### config.mk
export PLATFORM = sky130hd
export DESIGN_NAME = controlUnit
export DESIGN_NICKNAME = d
export VERILOG_FILES = /design/src/verilog/cpuControlPkg.sv /design/src/verilog/sequencer.sv /design/src/verilog/branchCondition.sv /design/src/verilog/controlDecoder.sv /design/src/verilog/controlUnit.sv
export SDC_FILE = /design/constraint.sdc
export NUM_CORES = 1
export LEC_CHECK = 0
export BUFFER_PORTS_ARGS = -buffer_cell sky130_fd_sc_hd__buf_4
export CORE_MARGIN = 1.5
export CORE_UTILIZATION = 51
export DETAILED_ROUTE_END_ITERATION = 12
export GPL_ROUTABILITY_DRIVEN = 1
export PLACE_DENSITY_LB_ADDON = 0.3
export RECOVER_POWER = 25
export SLEW_MARGIN = 30
export SYNTH_ARGS = -nofsm -noshare
export SYNTH_HDL_FRONTEND = slang
export SYNTH_SLANG_ARGS = --single-unit
### constraint.sdc
create_clock -name Clock -period 2.2 [get_ports Clock]
set_input_delay 0.33 -clock Clock [delete_from_list [all_inputs] [get_ports Clock]]
set_output_delay 0.33 -clock Clock [all_outputs]
set_load 0.1 [all_outputs]
### src/verilog/cpuControlPkg.sv
// CPU control definitions
`default_nettype none

package cpuControlPkg;

   typedef enum logic [4:0] {
      ADD    = 5'd0,
      ADDI   = 5'd1,
      ADDIB  = 5'd2,   // rd is also the source
      ADC    = 5'd3,
      ADCI   = 5'd4,
      SUB    = 5'd5,
      SUBI   = 5'd6,
      SUBIB  = 5'd7,
      SUC    = 5'd8,
      SUCI   = 5'd9,
      CMP    = 5'd10,
      CMPI   = 5'd11,
      AND    = 5'd12,
      OR     = 5'd13,
      XOR    = 5'd14,
      NOT    = 5'd15,
      NAND   = 5'd16,
      NOR    = 5'd17,
      NEG    = 5'd18,
      LSL    = 5'd19,
      LSR    = 5'd20,
      ASR    = 5'd21,
      LUI    = 5'd22,
      LLI    = 5'd23,
      LDW    = 5'd24,
      STW    = 5'd25,
      BRANCH = 5'd26   // low three bits select the branch
   } opcode_t;

   typedef enum logic [2:0] {
      BR  = 3'd0,
      BNE = 3'd1,
      BE  = 3'd2,
      BLT = 3'd3,
      BGE = 3'd4,
      BWL = 3'd5,   // branch with link
      RET = 3'd6,
      JMP = 3'd7
   } branch_t;

   typedef enum logic [3:0] {
      FnA, FnADD, FnADC, FnSUB, FnNEG, FnAND, FnOR, FnXOR,
      FnNOT, FnNAND, FnNOR, FnLSL, FnLSR, FnASR, FnLUI, FnLLI
   } aluFn_t;

   typedef enum logic       {Op1Rd1 = 1'b0, Op1Pc = 1'b1} op1Sel_t;
   typedef enum logic [1:0] {Op2Imm = 2'd0, Op2Rd2 = 2'd1} op2Sel_t;
   typedef enum logic       {ImmShort = 1'b0, ImmLong = 1'b1} immSel_t;
   typedef enum logic [1:0] {WdAlu = 2'd0, WdSys = 2'd1} wdSel_t;
   typedef enum logic       {Rs1Ra = 1'b0, Rs1Rd = 1'b1} rs1Sel_t;
   typedef enum logic [1:0] {Pc1 = 2'd0, PcAluOut = 2'd1, PcSysbus = 2'd2} pcSel_t;
   typedef enum logic       {LrSys = 1'b0, LrPc = 1'b1} lrSel_t;

   typedef enum logic [1:0] {Fetch = 2'd0, Execute = 2'd1} majorState_t;
   typedef enum logic [2:0] {Cycle0, Cycle1, Cycle2, Cycle3, Cycle4} subCycle_t;

   localparam int FlagWidth = 4;
   localparam int FlagC     = 0;
   localparam int FlagZ     = 1;
   localparam int FlagN     = 2;
   localparam int FlagV     = 3;

   typedef struct packed {
      aluFn_t  aluOp;
      op1Sel_t op1Sel;
      op2Sel_t op2Sel;
      immSel_t immSel;
      rs1Sel_t rs1Sel;
      wdSel_t  wdSel;
      logic    aluEn;   // alu result onto sysbus
      logic    aluWe;   // alu output register load
      logic    regWe;
   } datapathCtrl_t;

   typedef struct packed {
      logic    pcWe;
      logic    pcEn;    // pc onto sysbus
      pcSel_t  pcSel;
      logic    irWe;
      logic    lrEn;
      logic    lrWe;
      lrSel_t  lrSel;
   } pcCtrl_t;

   typedef struct packed {
      logic    memEn;   // pad direction toward core
      logic    nWE;
      logic    nOE;
      logic    nME;
      logic    enb;
      logic    ale;
   } busCtrl_t;

endpackage

`default_nettype wire

### src/verilog/sequencer.sv
// Fetch and execute sequencer
`timescale 1ns/1ps
`default_nettype none

module sequencer (
   input  logic                       Clock,
   input  logic                       nReset,
   input  cpuControlPkg::opcode_t     Opcode,
   output cpuControlPkg::majorState_t State,
   output cpuControlPkg::subCycle_t   SubCycle
);

   logic                       IsMemory;
   cpuControlPkg::majorState_t StateNext;
   cpuControlPkg::subCycle_t   SubCycleNext;
   cpuControlPkg::subCycle_t   SubCycleInc;

   assign IsMemory    = (Opcode == cpuControlPkg::LDW) || (Opcode == cpuControlPkg::STW);
   assign SubCycleInc = cpuControlPkg::subCycle_t'(SubCycle + 3'd1);

   always_comb begin
      StateNext    = cpuControlPkg::Fetch;   // recovery point for unused codes
      SubCycleNext = cpuControlPkg::Cycle0;
      case (State)
         cpuControlPkg::Fetch: begin
            case (SubCycle)
               cpuControlPkg::Cycle0, cpuControlPkg::Cycle1, cpuControlPkg::Cycle2: begin
                  SubCycleNext = SubCycleInc;
               end
               default: begin
                  StateNext = cpuControlPkg::Execute;   // instruction now in IR
               end
            endcase
         end
         cpuControlPkg::Execute: begin
            case (SubCycle)
               cpuControlPkg::Cycle0: begin
                  if (IsMemory) begin
                     StateNext    = cpuControlPkg::Execute;
                     SubCycleNext = cpuControlPkg::Cycle1;
                  end
               end
               cpuControlPkg::Cycle1, cpuControlPkg::Cycle2, cpuControlPkg::Cycle3: begin
                  StateNext    = cpuControlPkg::Execute;
                  SubCycleNext = SubCycleInc;
               end
               default: ;   // cycle4 ends the memory access
            endcase
         end
         default: ;
      endcase
   end

   always_ff @(posedge Clock or negedge nReset) begin
      if (!nReset) begin
         State    <= cpuControlPkg::Fetch;
         SubCycle <= cpuControlPkg::Cycle0;
      end else begin
         State    <= StateNext;
         SubCycle <= SubCycleNext;
      end
   end

endmodule

`default_nettype wire

### src/verilog/branchCondition.sv
// Status register and branch condition
`timescale 1ns/1ps
`default_nettype none

module branchCondition (
   input  logic                                Clock,
   input  logic                                nReset,
   input  logic [cpuControlPkg::FlagWidth-1:0] Flags,
   input  logic                                StatusWe,
   input  cpuControlPkg::branch_t              BranchCode,
   output logic                                BranchTaken,
   output logic                                CFlag
);

   logic [cpuControlPkg::FlagWidth-1:0] StatusReg;
   logic                                SignLess;

   // signed less-than after a compare
   assign SignLess = StatusReg[cpuControlPkg::FlagN] ^ StatusReg[cpuControlPkg::FlagV];

   always_ff @(posedge Clock or negedge nReset) begin
      if (!nReset) begin
         StatusReg <= '0;
         CFlag     <= 1'b0;
      end else begin
         if (StatusWe) begin
            StatusReg <= Flags;   // latched from the alu
         end
         CFlag <= StatusReg[cpuControlPkg::FlagC];   // carry into the next add
      end
   end

   always_comb begin
      case (BranchCode)
         cpuControlPkg::BNE: BranchTaken = !StatusReg[cpuControlPkg::FlagZ];
         cpuControlPkg::BE:  BranchTaken = StatusReg[cpuControlPkg::FlagZ];
         cpuControlPkg::BLT: BranchTaken = SignLess;
         cpuControlPkg::BGE: BranchTaken = !SignLess;
         default:            BranchTaken = 1'b1;   // br, bwl, ret and jmp
      endcase
   end

endmodule

`default_nettype wire

### src/verilog/controlDecoder.sv
// Control strobe decoder
`timescale 1ns/1ps
`default_nettype none

module controlDecoder (
   input  cpuControlPkg::majorState_t   State,
   input  cpuControlPkg::subCycle_t     SubCycle,
   input  cpuControlPkg::opcode_t       Opcode,
   input  cpuControlPkg::branch_t       BranchCode,
   input  logic                         BranchTaken,
   output logic                         StatusWe,
   output cpuControlPkg::datapathCtrl_t Datapath,
   output cpuControlPkg::pcCtrl_t       ProgCounter,
   output cpuControlPkg::busCtrl_t      MemBus
);

   logic IsLoad;

   assign IsLoad = (Opcode == cpuControlPkg::LDW);

   function automatic cpuControlPkg::aluFn_t aluFunction(input cpuControlPkg::opcode_t op);
      case (op)
         cpuControlPkg::ADD, cpuControlPkg::ADDI, cpuControlPkg::ADDIB,
         cpuControlPkg::LDW, cpuControlPkg::STW:  aluFunction = cpuControlPkg::FnADD;
         cpuControlPkg::ADC, cpuControlPkg::ADCI,
         cpuControlPkg::SUC, cpuControlPkg::SUCI: aluFunction = cpuControlPkg::FnADC;
         cpuControlPkg::SUB, cpuControlPkg::SUBI, cpuControlPkg::SUBIB,
         cpuControlPkg::CMP, cpuControlPkg::CMPI: aluFunction = cpuControlPkg::FnSUB;
         cpuControlPkg::NEG:  aluFunction = cpuControlPkg::FnNEG;
         cpuControlPkg::AND:  aluFunction = cpuControlPkg::FnAND;
         cpuControlPkg::OR:   aluFunction = cpuControlPkg::FnOR;
         cpuControlPkg::XOR:  aluFunction = cpuControlPkg::FnXOR;
         cpuControlPkg::NOT:  aluFunction = cpuControlPkg::FnNOT;
         cpuControlPkg::NAND: aluFunction = cpuControlPkg::FnNAND;
         cpuControlPkg::NOR:  aluFunction = cpuControlPkg::FnNOR;
         cpuControlPkg::LSL:  aluFunction = cpuControlPkg::FnLSL;
         cpuControlPkg::LSR:  aluFunction = cpuControlPkg::FnLSR;
         cpuControlPkg::ASR:  aluFunction = cpuControlPkg::FnASR;
         cpuControlPkg::LUI:  aluFunction = cpuControlPkg::FnLUI;
         cpuControlPkg::LLI:  aluFunction = cpuControlPkg::FnLLI;
         default:             aluFunction = cpuControlPkg::FnA;   // pass op1 through
      endcase
   endfunction

   always_comb begin
      StatusWe    = 1'b0;
      Datapath    = '{aluOp: cpuControlPkg::FnA, op1Sel: cpuControlPkg::Op1Rd1,
                      op2Sel: cpuControlPkg::Op2Imm, immSel: cpuControlPkg::ImmLong,
                      rs1Sel: cpuControlPkg::Rs1Ra, wdSel: cpuControlPkg::WdAlu,
                      default: 1'b0};
      ProgCounter = '{pcSel: cpuControlPkg::Pc1, lrSel: cpuControlPkg::LrSys, default: 1'b0};
      MemBus      = '{nME: 1'b1, default: 1'b0};   // memory deselected

      if (State == cpuControlPkg::Fetch) begin
         MemBus.nWE = 1'b1;   // fetch only reads
         case (SubCycle)
            cpuControlPkg::Cycle0: begin
               MemBus.ale       = 1'b1;   // pc latched as address
               MemBus.nOE       = 1'b1;
               ProgCounter.pcEn = 1'b1;
            end
            cpuControlPkg::Cycle1: begin
               MemBus.nME   = 1'b0;
               MemBus.memEn = 1'b1;
            end
            cpuControlPkg::Cycle2: begin
               MemBus.nME   = 1'b0;
               MemBus.memEn = 1'b1;
               MemBus.enb   = 1'b1;   // instruction onto sysbus
            end
            cpuControlPkg::Cycle3: begin
               MemBus.memEn     = 1'b1;
               ProgCounter.irWe = 1'b1;
            end
            default: ;
         endcase
      end else if (State == cpuControlPkg::Execute) begin
         case (SubCycle)
            cpuControlPkg::Cycle0: begin
               Datapath.aluOp = aluFunction(Opcode);
               case (Opcode)
                  cpuControlPkg::ADD, cpuControlPkg::ADDI, cpuControlPkg::ADDIB,
                  cpuControlPkg::ADC, cpuControlPkg::ADCI, cpuControlPkg::SUB,
                  cpuControlPkg::SUBI, cpuControlPkg::SUBIB, cpuControlPkg::SUC,
                  cpuControlPkg::SUCI, cpuControlPkg::CMP, cpuControlPkg::CMPI,
                  cpuControlPkg::AND, cpuControlPkg::OR, cpuControlPkg::XOR,
                  cpuControlPkg::NOT, cpuControlPkg::NAND, cpuControlPkg::NOR,
                  cpuControlPkg::NEG, cpuControlPkg::LSL, cpuControlPkg::LSR,
                  cpuControlPkg::ASR: begin
                     Datapath.regWe = (Opcode != cpuControlPkg::CMP) &&
                                      (Opcode != cpuControlPkg::CMPI);   // compare sets flags only
                     ProgCounter.pcEn = 1'b1;
                     ProgCounter.pcWe = 1'b1;
                     StatusWe         = 1'b1;
                     case (Opcode)
                        cpuControlPkg::ADD, cpuControlPkg::ADC, cpuControlPkg::SUB,
                        cpuControlPkg::SUC, cpuControlPkg::CMP, cpuControlPkg::AND,
                        cpuControlPkg::OR, cpuControlPkg::XOR, cpuControlPkg::NAND,
                        cpuControlPkg::NOR: Datapath.op2Sel = cpuControlPkg::Op2Rd2;
                        cpuControlPkg::ADDIB, cpuControlPkg::SUBIB: begin
                           Datapath.rs1Sel = cpuControlPkg::Rs1Rd;   // rd is the source
                        end
                        cpuControlPkg::NOT, cpuControlPkg::NEG: ;   // single operand
                        default: Datapath.immSel = cpuControlPkg::ImmShort;
                     endcase
                  end
                  cpuControlPkg::LUI, cpuControlPkg::LLI: begin
                     Datapath.rs1Sel  = cpuControlPkg::Rs1Rd;
                     Datapath.aluEn   = 1'b1;
                     Datapath.regWe   = 1'b1;
                     ProgCounter.pcWe = 1'b1;
                  end
                  cpuControlPkg::LDW, cpuControlPkg::STW: begin
                     Datapath.immSel = cpuControlPkg::ImmShort;   // base plus offset
                     Datapath.aluEn  = 1'b1;
                     Datapath.aluWe  = 1'b1;
                  end
                  cpuControlPkg::BRANCH: begin
                     ProgCounter.pcWe = 1'b1;
                     case (BranchCode)
                        cpuControlPkg::RET: begin
                           Datapath.aluOp    = cpuControlPkg::FnA;
                           ProgCounter.lrEn  = 1'b1;   // return address via sysbus
                           ProgCounter.pcSel = cpuControlPkg::PcSysbus;
                        end
                        cpuControlPkg::JMP: begin
                           Datapath.aluOp  = cpuControlPkg::FnADD;
                           Datapath.immSel = cpuControlPkg::ImmShort;
                           if (BranchTaken) begin
                              ProgCounter.pcSel = cpuControlPkg::PcAluOut;
                           end
                        end
                        default: begin
                           Datapath.aluOp  = cpuControlPkg::FnADD;   // pc relative target
                           Datapath.op1Sel = cpuControlPkg::Op1Pc;
                           Datapath.aluEn  = 1'b1;
                           if (BranchTaken) begin
                              ProgCounter.pcSel = cpuControlPkg::PcAluOut;
                              if (BranchCode == cpuControlPkg::BWL) begin
                                 ProgCounter.lrWe  = 1'b1;
                                 ProgCounter.lrSel = cpuControlPkg::LrPc;
                              end
                           end
                        end
                     endcase
                  end
                  default: ;
               endcase
            end
            cpuControlPkg::Cycle1: begin
               MemBus.ale      = 1'b1;   // effective address out
               MemBus.nWE      = 1'b1;
               MemBus.nOE      = 1'b1;
               Datapath.aluOp  = cpuControlPkg::FnADD;
               Datapath.immSel = cpuControlPkg::ImmShort;
               Datapath.aluEn  = 1'b1;
            end
            cpuControlPkg::Cycle2: begin
               MemBus.nME      = 1'b0;
               MemBus.nWE      = 1'b1;
               MemBus.memEn    = IsLoad;
               MemBus.nOE      = !IsLoad;
               Datapath.rs1Sel = cpuControlPkg::Rs1Rd;   // store data passes the alu
               Datapath.aluEn  = 1'b1;
               Datapath.aluWe  = 1'b1;
            end
            cpuControlPkg::Cycle3: begin
               MemBus.nME = 1'b0;
               if (IsLoad) begin
                  MemBus.memEn = 1'b1;
                  MemBus.enb   = 1'b1;
                  MemBus.nWE   = 1'b1;
               end else begin
                  MemBus.nOE     = 1'b1;   // write strobe while data held
                  Datapath.aluEn = 1'b1;
               end
            end
            cpuControlPkg::Cycle4: begin
               ProgCounter.pcWe = 1'b1;
               if (IsLoad) begin
                  MemBus.nWE     = 1'b1;
                  MemBus.memEn   = 1'b1;
                  Datapath.wdSel = cpuControlPkg::WdSys;
                  Datapath.regWe = 1'b1;
               end else begin
                  MemBus.nOE     = 1'b1;
                  Datapath.aluEn = 1'b1;
               end
            end
            default: ;
         endcase
      end
   end

endmodule

`default_nettype wire

### src/verilog/controlUnit.sv
// Instruction control unit
`timescale 1ns/1ps
`default_nettype none

module controlUnit (
   input  logic                                Clock,
   input  logic                                nReset,
   input  logic [7:0]                          OpcodeCondIn,
   input  logic [cpuControlPkg::FlagWidth-1:0] Flags,
   output cpuControlPkg::datapathCtrl_t        Datapath,
   output cpuControlPkg::pcCtrl_t              ProgCounter,
   output cpuControlPkg::busCtrl_t             MemBus,
   output logic                                CFlag
);

   cpuControlPkg::opcode_t     Opcode;
   cpuControlPkg::branch_t     BranchCode;
   cpuControlPkg::majorState_t State;
   cpuControlPkg::subCycle_t   SubCycle;
   logic                       BranchTaken;
   logic                       StatusWe;

   assign Opcode     = cpuControlPkg::opcode_t'(OpcodeCondIn[7:3]);
   assign BranchCode = cpuControlPkg::branch_t'(OpcodeCondIn[2:0]);   // condition field

   sequencer sequencer_i (
      .Clock    (Clock),
      .nReset   (nReset),
      .Opcode   (Opcode),
      .State    (State),
      .SubCycle (SubCycle)
   );

   branchCondition branchCondition_i (
      .Clock       (Clock),
      .nReset      (nReset),
      .Flags       (Flags),
      .StatusWe    (StatusWe),
      .BranchCode  (BranchCode),
      .BranchTaken (BranchTaken),
      .CFlag       (CFlag)
   );

   controlDecoder controlDecoder_i (
      .State       (State),
      .SubCycle    (SubCycle),
      .Opcode      (Opcode),
      .BranchCode  (BranchCode),
      .BranchTaken (BranchTaken),
      .StatusWe    (StatusWe),
      .Datapath    (Datapath),
      .ProgCounter (ProgCounter),
      .MemBus      (MemBus)
   );

endmodule

`default_nettype wire

==> out/qor.txt, run 1 <==
Status: stopped before the end
Last stage reached: 5_1_grt
First error: [ERROR DPL-0038] Utilization greater than 100%, impossible to legalize
Post-DP HPWL: 3.32 mm
Port bufs: 40
Syn_area_per_cell: 7.15 µm²
Num ports: 43
Clock sinks: 9
Num CTS Buffers: 3
Mapped Cells: 190
Main flop type after synthesis: dfrtp_1
Largest net degree at the start of global routing: 28
Synthesis Warnings: 0
Worst EP Category: top-level output
Seq/Total Area, Yosys: 0.166
CTS root buf: clkbuf_4
Die height: 54.6 µm
Post-synth EDFFs: 0
Longest Clk Path Bufs: 2
Initial Util: 0.543
Die Width: 54.6 µm
FFs w/ async S/R, synth: 1.00
RD Place Congestion: 0.893
H-tree Lvls: 1
Synth Register Bits: 9
Mapped Area: 1360 µm²
Cell variety after synth: 53
Row cnt: 18
GR repair worst EP: Datapath[2]
-- cell usage after synthesis, types with 2 or more instances --
cell type   n  area share
nor2_1     19       0.053
nand2_1    17       0.047
o21ai_0    16       0.059
inv_1      11       0.030
ha_1       10       0.092
dfrtp_1     9        0.17
a21oi_1     8       0.029
buf_2       8       0.029
a31oi_1     6       0.028
nor3_1      6       0.022
clkbuf_1    5       0.014
nand2b_1    5       0.023
nand3_1     5       0.018
nor2b_1     5       0.023
buf_4       4       0.022
mux2_2      4       0.033
a211oi_1    3       0.017
or3_1       3       0.014
a21boi_0    2       0.011
a22o_1      2       0.013
a311o_1     2       0.015
a311oi_1    2       0.013
mux2i_1     2       0.015
nand4b_1    2       0.013
o211ai_1    2       0.011
o21a_1      2       0.011
o21ai_1     2      0.0074
o221ai_1    2       0.013
o311ai_0    2       0.013
-- cell families after synthesis --
logic type / after synthesis / share of synthesized area
buffers and inverters: 31 / 0.112
other: 1 / 0.00276
AOI/OAI and AO/OA: 62 / 0.314
adders and majority gates: 10 / 0.0922
and+or+nand+nor: 69 / 0.253
muxes: 6 / 0.0479
xor gates and xnor gates: 2 / 0.0129
DFF: 9 / 0.166
-- stage by stage --
step	std cells	cell area, µm²	worst slack (ps)
2_1_floorplan	191	1640	-396
3_3_place_gp	270	2050	-179
3_5_place_dp	270	2050	-135
4_1_cts	282	2310	-88.2
-- what timing repair did --
| action | CTS |
|---|---|
| endpoints found under the hold margin | 9 |
| setup buffers | 7 |
| hold buffers | 1 |
| resized for setup | 45 |
| setup endpoints to repair | 18 |
| pin swaps | 6 |
==> inputs of run 2 (changes only) <==
Settings changed: CORE_AREA set to 2 2 63 65, CORE_MARGIN 1.5 to not set, CORE_UTILIZATION 51 to not set, DIE_AREA set to 0 0 65 67, PLACE_DENSITY_LB_ADDON 0.3 to 0.15.
==> run 2 against run 1 <==
Synthesized area unchanged. Synthesized cell count unchanged. The flow now finishes, with violations (setup timing).
==> out/qor.txt, run 2 <==
Max FO, Critical Path: 4
CTS tree: yes
DIE AREA: 4360 µm²
Mapped Area: 1360 µm² (unchanged)
Status: finished with violations
Biggest regs: branchCondition_i.StatusReg: 4 flops, sequencer_i.SubCycle: 3 flops
Main flop type after synthesis: dfrtp_1
Initial Util: 0.376 (-0.167)
Vias in the first global route: 1648
Row cnt: 22 (+4)
Clock sinks: 9 (unchanged)
Count leader, synth: nor2_1
Mapped Cells: 190 (unchanged)
Crit path largest cell delay: 430 ps
Core ar.: 3610 µm²
Antenna-violating nets left: 0
Critical path data arrival time: 1940 ps
Final cycle utilization of the critical path: 1.03
Max_slew headroom: 0.674
Seq/Total Area, Yosys: 0.166 (unchanged)
FFs w/ async S/R, synth: 1.00 (unchanged)
RSZ-0062 raised after global routing: true
Top post-synthesis cells by count: nor2_1, nand2_1, o21ai_0
Fmax: 0.441 GHz
Max FFs per register: 4
Vias: 1725
Drt total wl: 4.95 mm
Worst skew pair latency: 220 ps
H-tree Lvls: 1 (unchanged)
RD Place Congestion: 0.869 (-2.7%)
Total track usage: 0.224
Synth Area in Simple Gates: 0.253 (unchanged)
Initial antenna violation count: 0
Fill count: 275
TNS Setup: -496 ps
Worst hold path class: input port to register
First-pass GRT wire length: 7.73 mm
Post-synth EDFFs: 0 (unchanged)
Crit path launch type: register
CTS root buf: clkbuf_8
Total grt overflow: 0
Adder-cell share of the synthesized area: 0.0922 (unchanged)
N_diodes: 0
Post-synthesis xor/xnor area fraction: 0.0129 (unchanged)
Final worst slack: -66.3 ps
Longest Clk Path Bufs: 2 (unchanged)
Largest family of logic cells by synthesized area: compound AO/OA/AOI/OAI gates
Num CTS Buffers: 3 (unchanged)
Fraction of layout cells with a size suffix above 1: 0.562
Bufs and invs on worst path: 3
Finished Layout Cells: 315
Max Slew Vio Count: 0
Share of the synthesized area in the top cell type: 0.166 (unchanged)
Mux share of post-synthesis cell area: 0.0479 (unchanged)
Crit path time final: 2270 ps
Syn_area_per_cell: 7.15 µm² (unchanged)
Num ports: 43 (unchanged)
Drt via density: 5.48
Synth Register Bits: 9 (unchanged)
Cells after DPL: 295 (+9.3%)
Setup violation total in the final timing report: 9
Multi-input gate area: 1340 µm²
Crit Path Category: register to primary output
Iter 0 DRT Violations: 98
Storage cell area: 225 µm²
Die Width: 65 µm (+19%)
Top delay family on crit path: simple AND/OR/NAND/NOR gates
Synthesis Warnings: 0 (unchanged)
Post-DP HPWL: 3.62 mm (+9.3%)
Cell variety after synth: 53 (unchanged)
Area added between synthesis and finish: 89.5%
Largest net degree at the start of global routing: 28
Die height: 67 µm (+23%)
Worst Tran Pin Value: 482 ps
Endpoint class of the critical path: primary output
Critical Path RT: 1870 ps
Crit-path cells: inv_2 > ha_4 > nand3b_1 > buf_6 > nand2b_4 > nor3_4 > buf_12
TritonRoute pass-1 iters: 4
Worst Clk Skew: 1.18 ps
Most frequent cells in the layout: buf_4, nand2_1, o21ai_0
DRC errors left: 0
Synth area leaders: dfrtp_1, ha_1, o21ai_0
Final Hold Viols: 0
Clock slew at reported path FFs: 40 ps
WL/cell: 15.7 µm
Fin nets: 292
FF-to-FF setup slack: 130 ps
Commonest non-fill, non-tap cell in the layout: buf_4
Largest Register: branchCondition_i.StatusReg
Synth area leader: dfrtp_1
Number of max-cap violations: 0
Violated checks: setup timing
Post-Place Setup Slack: -108 ps (+27.5 ps)
Slowest cell on crit path: dfrtp_1
Compound-Gate Fraction of Synth Area: 0.314 (unchanged)
Port bufs: 40 (unchanged)
Hold WS: 338 ps
run 2: cell counts after synthesis:
Identical to the previous run, type by type.
run 2: logic make-up (layout without fill, tap and decap cells):
group                    after synthesis  after routing
AND/OR/NAND/NOR                       69             69
AO/OA/AOI/OAI                         62             62
buffers and inverters                 31            107
adder cells (fa/ha/maj)               10             10
flip-flops                             9              9
multiplexers                           6              6
XOR/XNOR                               2              2
other                                  1              2
run 2: final timing paths:
| kind | startpoint | endpoint | cells after the start |
|---|---|---|---|
| setup / recovery | sequencer_i.SubCycle[0] | ProgCounter[0] | 7 |
| hold / removal | Flags[0] | branchCondition_i.StatusReg[0] | 2 |
| setup reg to reg | sequencer_i.SubCycle[0] | branchCondition_i.StatusReg[3] | 10 |
| hold reg to reg | branchCondition_i.StatusReg[0] | branchCondition_i.CFlag | 0 |
| max in group asynchronous | nReset | sequencer_i.SubCycle[0] | 2 |
| min in group asynchronous | nReset | branchCondition_i.StatusReg[0] | 2 |
run 2: repair_timing:
item / CTS / global route
resized for setup: 26 / 44
endpoints found under the setup margin: 17 / 23
pin swaps: 1 / 6
buffers inserted: 6 / 10
endpoints found under the hold margin: 9 / 0
hold buffers: 1 / 0
run 2: cell type report:
| cell class | count | share of cell area |
|---|---|---|
| multi-input cells | 151 | 0.520 |
| repair buffers | 90 | 0.330 |
| flip-flops and latches | 9 | 0.0875 |
| well taps | 48 | 0.0233 |
| inverters | 13 | 0.0214 |
| clock buffers | 4 | 0.0175 |
run 2: worst register-to-register path, cell delays in order (launching register included):
cell      delay [ps]
dfrtp_1          420
inv_2             80
ha_4             190
nand3b_1         140
buf_6            150
nor2_4            30
a21oi_2          220
buf_4            150
buf_4            100
buf_4            120
mux2_2           330
run 2: stage by stage:
stage	area, µm²	util
floorplan	1640	-
global placement	2130	0.590
detailed placement	2130	0.590
CTS	2330	0.647
global route	2570	0.713
finish	2570	0.713
run 2: per-layer routing:
metal / track usage / wire length [µm]
met5: 0 / 0
met4: 0.0532 / 55
met3: 0.0101 / 148
met2: 0.421 / 2670
met1: 0.280 / 2080
Power of run 2 is not shown: default switching activity piles up to over one toggle a cycle in this logic, so the estimate is an artifact.
==> inputs of run 3 (changes only) <==
Settings changed: RECOVER_POWER 25 to not set.
==> run 3 against run 2 <==
The run still ends with setup timing left. Design area increased by 0.15%. Die area unchanged. First-iteration DRC count increased by 1.0%. Critical path depth stayed put. Core utilization is 0.10 points higher. Global-route usage is the same. Wire length is essentially flat. Maximum frequency barely moved. Via count hardly changed. Count of clock-buffer cells in the layout did not move. Clock skew barely moved. Critical path type unchanged.
==> out/qor.txt, run 3 (synthesis gave the netlist of run 2 again) <==
Status: finished with violations
Violated checks: setup timing
RSZ-0062 raised after global routing: true
Finished Layout Cells: 315 (unchanged)
Crit path launch type: register
Top delay family on crit path: simple AND/OR/NAND/NOR gates
FF-to-FF setup slack: 130 ps (about the same)
H-tree Lvls: 1 (unchanged)
N_diodes: 0 (unchanged)
Commonest non-fill, non-tap cell in the layout: buf_4
Crit Path Category: register to primary output
Final worst slack: -66.7 ps (-0.397 ps)
Drt via density: 5.48 (about the same)
Post-DP HPWL: 3.62 mm (unchanged)
Clock sinks: 9 (unchanged)
Final cycle utilization of the critical path: 1.03 (about the same)
Crit path time final: 2270 ps (+0.398 ps)
RD Place Congestion: 0.869 (unchanged)
Iter 0 DRT Violations: 99 (+1.0%)
Longest Clk Path Bufs: 2 (unchanged)
Biggest regs: branchCondition_i.StatusReg: 4 flops, sequencer_i.SubCycle: 3 flops
CTS root buf: clkbuf_8
Drt total wl: 4.95 mm (about the same)
Total track usage: 0.224 (unchanged)
Critical path data arrival time: 1940 ps (about the same)
Max FO, Critical Path: 4 (unchanged)
Clock slew at reported path FFs: 40 ps (about the same)
Crit-path cells: inv_2 > ha_4 > nand3b_1 > buf_6 > nand2b_4 > nor3_4 > buf_12
Num ports: 43 (unchanged)
Vias in the first global route: 1648 (unchanged)
TritonRoute pass-1 iters: 4 (unchanged)
Num CTS Buffers: 3 (unchanged)
Worst Tran Pin Value: 482 ps (unchanged)
First-pass GRT wire length: 7.73 mm (unchanged)
CTS tree: yes
Die Width: 65 µm (unchanged)
WL/cell: 15.7 µm (about the same)
Antenna-violating nets left: 0 (unchanged)
Largest net degree at the start of global routing: 28 (unchanged)
Bufs and invs on worst path: 3 (unchanged)
Crit path largest cell delay: 430 ps (about the same)
Total grt overflow: 0 (unchanged)
Crit Reg-Reg Startpoint: sequencer_i.SubCycle[0]
Multi-input gate area: 1340 µm² (unchanged)
Number of max-cap violations: 0 (unchanged)
Area added between synthesis and finish: 89.8%
Most frequent cells in the layout: buf_4, nand2_1, o21ai_0
Hold Startpoint: Flags[0]
Storage cell area: 225 µm² (unchanged)
Vias: 1726 (+0.058%)
Largest Register: branchCondition_i.StatusReg
Fmax: 0.441 GHz (about the same)
Initial antenna violation count: 0 (unchanged)
Worst hold path class: input port to register
Final Hold Viols: 0 (unchanged)
Setup violation total in the final timing report: 9 (unchanged)
CP Launch Point: sequencer_i.SubCycle[0]
Critical Path RT: 1870 ps (about the same)
DIE AREA: 4360 µm² (unchanged)
Fill count: 275 (unchanged)
Max FFs per register: 4 (unchanged)
Fraction of layout cells with a size suffix above 1: 0.566 (+0.00375)
Worst skew pair latency: 220 ps (about the same)
Max Slew Vio Count: 0 (unchanged)
Worst Clk Skew: 0.870 ps (-0.314 ps)
Placed Area: 2130 µm² (unchanged)
Slowest cell on crit path: dfrtp_1
DRC errors left: 0 (unchanged)
Initial Util: 0.376 (unchanged)
Cells after DPL: 295 (unchanged)
Design area: 2580 µm² (+0.15%)
Fin nets: 292 (unchanged)
Die height: 67 µm (unchanged)
Endpoint class of the critical path: primary output
Row cnt: 22 (unchanged)
Max_slew headroom: 0.674 (unchanged)
Core ar.: 3610 µm² (unchanged)
TNS Setup: -500 ps (-3.58 ps)
Port bufs: 40 (unchanged)
[run 3: cell count changes in the layout (fill, tap and decap cells not counted), sizes merged]
cell    before  now
clkbuf       5    4
buf         88   89
[run 3: area by class of cell]
cell class,instances,area share
clock buffer,4,0.0175
inverter,13,0.0214
multi-input combinational,151,0.519
sequential,9,0.0874
tap,48,0.0233
timing repair buffer,90,0.331
[run 3: final timing paths]
check	to	depth (start not counted)
max	ProgCounter[0]	7
min	branchCondition_i.StatusReg[0]	2
max reg2reg	branchCondition_i.StatusReg[3]	10
min reg2reg	branchCondition_i.CFlag	0
max in group asynchronous	sequencer_i.SubCycle[0]	2
min in group asynchronous	branchCondition_i.StatusReg[0]	2
[run 3: what timing repair did]
action / 4_1_cts / 5_1_grt
gates resized for setup: 26 / 44
pin swaps: 1 / 6
setup buffers: 6 / 10
gates cloned: 0 / 0
hold buffers: 1 / 0
endpoints found under the setup margin: 17 / 23
hold endpoints to repair: 9 / 0
[run 3: routing by layer]
metal / vias up / track usage / wire length (µm)
met4: 0 / 0.0532 / 55
li1: 844 / - / -
met2: 39 / 0.421 / 2670
met1: 837 / 0.280 / 2080
met5: - / 0 / 0
met3: 6 / 0.0101 / 148
[run 3: through the flow]
| stage | util | worst slack, ps | hold slack [ps] |
|---|---|---|---|
| finish | 0.714 | -66.7 | 338 |
| global route | 0.714 | -127 | 341 |
| CTS | 0.647 | -31.8 | 334 |
| detailed placement | 0.590 | -108 | 155 |
| global placement | 0.590 | -69.6 | 152 |
| floorplan | - | -396 | 34.4 |
[run 3: worst register-to-register path, stage by stage, from the launching register on]
cell	delay, ps
dfrtp_1	420
inv_2	80
ha_4	190
nand3b_1	140
buf_6	150
nor2_4	30
a21oi_2	220
buf_4	150
buf_4	100
buf_4	120
mux2_2	330
Power of run 3 is left out for the same reason.
==> inputs of run 4 (changes only) <==
Settings changed: ABC_AREA set to 1.
==> run 4 against run 3 <==
The flow now finishes without violations. Worst setup slack gained 140 ps. Sequential cell count is the same. Core utilization shrank 13 points. Wire length shrank 23%. Via count shrank 8.3%. Clock skew grew 2.0 ps. Design area shrank 19%. Cell count grew 4.1%. Synthesized area grew 0.92%. Critical path depth is the same. Count of clock-buffer cells in the layout shrank 1. Critical path type unchanged.
==> out/qor.txt, run 4 <==
Fin nets: 305 (+4.5%)
Max Slew Vio Count: 0 (unchanged)
FFs w/ async S/R, synth: 1.00 (unchanged)
Mapped Cells: 230 (+21%)
Fmax: 0.471 GHz (+6.7%)
Clock slew at reported path FFs: 50 ps (about the same)
Port bufs: 40 (unchanged)
Largest net degree at the start of global routing: 16 (-43%)
Die Width: 65 µm (unchanged)
Post-DP HPWL: 3.15 mm (-13%)
RSZ-0062 raised after global routing: true
CTS tree: yes
Finished Layout Cells: 328 (+4.1%)
Hold Startpoint: Flags[3]
Count leader, synth: nand2_1
RD Place Congestion: 0.880 (+1.3%)
N_diodes: 0 (unchanged)
Synthesis Warnings: 0 (unchanged)
Setup violation total in the final timing report: 0 (-9)
Design area: 2090 µm² (-19%)
Status: finished, final reports clean
Critical path data arrival time: 1790 ps (-150 ps)
CTS root buf: clkbuf_8
Top post-synthesis cells by count: nand2_1, nor2_1, inv_1
Drt via density: 4.82 (-12%)
Largest Register: branchCondition_i.StatusReg
Antenna-violating nets left: 0 (unchanged)
Cell variety after synth: 32 (-40%)
FF-to-FF setup slack: 570 ps (+440 ps)
Fraction of layout cells with a size suffix above 1: 0.400 (-0.166)
Vias in the first global route: 1423 (-14%)
Worst hold path class: input port to register
Worst skew pair latency: 230 ps (about the same)
Total grt overflow: 0 (unchanged)
Most frequent cells in the layout: nand2_1, buf_4, nor2_1
First-pass GRT wire length: 6.33 mm (-18%)
DIE AREA: 4360 µm² (unchanged)
Total track usage: 0.183 (-0.0411)
Placed Area: 1940 µm² (-8.6%)
Worst Clk Skew: 2.85 ps (+1.98 ps)
Crit Reg-Reg Startpoint: sequencer_i.SubCycle[0]
Biggest regs: branchCondition_i.StatusReg: 4 flops, sequencer_i.SubCycle: 3 flops
Final cycle utilization of the critical path: 0.965 (-0.0648)
Number of max-cap violations: 0 (unchanged)
Initial antenna violation count: 0 (unchanged)
FF-to-FF End: sequencer_i.SubCycle[0]
Synth area leader: dfrtp_1
Crit Path Category: register to primary output
WL/cell: 11.6 µm (-26%)
Synth Register Bits: 9 (unchanged)
H-tree Lvls: 1 (unchanged)
Crit path time final: 2120 ps (-143 ps)
Syn_area_per_cell: 5.96 µm² (-17%)
Hold Path End: branchCondition_i.StatusReg[3]
Vias: 1582 (-8.3%)
Seq/Total Area, Yosys: 0.164 (-0.00152)
Max FFs per register: 4 (unchanged)
Hold WS: 342 ps (+4.16 ps)
Main flop type after synthesis: dfrtp_1
Iter 0 DRT Violations: 99 (unchanged)
TritonRoute pass-1 iters: 4 (unchanged)
Initial Util: 0.380 (+0.00347)
Clock sinks: 9 (unchanged)
Crit path launch type: register
Max FO, Critical Path: 4 (unchanged)
Final Hold Viols: 0 (unchanged)
Die height: 67 µm (unchanged)
Critical Path RT: 1870 ps (about the same)
Num CTS Buffers: 3 (unchanged)
Area added between synthesis and finish: 52.7%
Row cnt: 22 (unchanged)
Hold depth: 3 (+1)
Mapped Area: 1370 µm² (+0.92%)
Endpoint class of the critical path: primary output
Cells after DPL: 320 (+8.5%)
Drt total wl: 3.82 mm (-23%)
Share of the synthesized area in the top cell type: 0.164 (-0.00152)
DRC errors left: 0 (unchanged)
Worst R2R Path Depth: 7 (-3)
Num ports: 43 (unchanged)
Synth area leaders: dfrtp_1, nand2_1, ha_1
Longest Clk Path Bufs: 2 (unchanged)
Utilization after layout: 0.580 (-0.134)
Commonest non-fill, non-tap cell in the layout: nand2_1
Core ar.: 3610 µm² (unchanged)
Post-synth EDFFs: 0 (unchanged)
==> run 4: changes by cell type after synthesis, sizes merged, moves of 4 or more <==
cell	change
mux2	-4
a21oi	+4
a31oi	-5
nor2b	-5
buf	-6
inv	+22
nor2	+15
nand3	+14
nand2	+46
clkbuf	-4
nand2b	-5
==> run 4: metrics by stage <==
| step | worst slack [ps] | TNS, ps |
|---|---|---|
| finish | 75.9 | 0 |
| global route | -2.63 | -2.63 |
| CTS | -31.0 | -61.1 |
| detailed placement | 78.0 | 0 |
| global placement | 74.2 | 0 |
| floorplan | -562 | -1830 |
==> run 4: cell families after synthesis <==
logic type,after synthesis,synth area share
other,1,0.00274
AO/OA/AOI/OAI,39,0.165
flip-flops,9,0.164
adder cells (fa/ha/maj),10,0.0913
AND/OR/NAND/NOR,128,0.425
buffers and inverters,42,0.145
XOR/XNOR,1,0.00639
==> run 4: repair_timing <==
item / 4_1_cts / 5_1_grt
setup buffers: 0 / 3
endpoints found under the hold margin: 9 / 0
hold buffers: 1 / 0
pin swaps: 0 / 3
setup endpoints to repair: 4 / 13
gates resized for setup: 2 / 18
==> run 4: routing by layer <==
layer / global-route usage / vias up / routed length, µm
met3: 0.0236 / 2 / 100
met2: 0.309 / 27 / 1840
li1: - / 840 / -
met4: 0.0319 / 0 / 11
met5: 0 / - / 0
met1: 0.251 / 713 / 1870
==> run 4: worst max-delay path, stage by stage, from the launching register on <==
cell,delay [ps]
dfrtp_1,400
inv_2,110
ha_4,180
nand2_4,80
nor2_1,180
nand2_2,120
nor4_4,240
buf_6,260
==> run 4: final cells by class <==
class	instances	area (µm²)
sequential	9	225
multi-input combinational	180	1170
fill	369	1510
timing repair buffer	53	457
inverter	34	138
clock buffer	3	41.3
tap	48	60.1
clock inverter	1	5.00
==> run 4: worst max path at each step <==
stage / start / endpoint / slack (ps)
after CTS: sequencer_i.SubCycle[1] / ProgCounter[0] / -30
after global routing: sequencer_i.SubCycle[1] / Datapath[12] / -3
after detailed placement: OpcodeCondIn[4] / ProgCounter[0] / 80
after floorplan: sequencer_i.SubCycle[1] / ProgCounter[1] / -560
final: sequencer_i.SubCycle[1] / Datapath[12] / 80
after global placement: OpcodeCondIn[4] / ProgCounter[0] / 70
Power of run 4 is left out for the same reason.
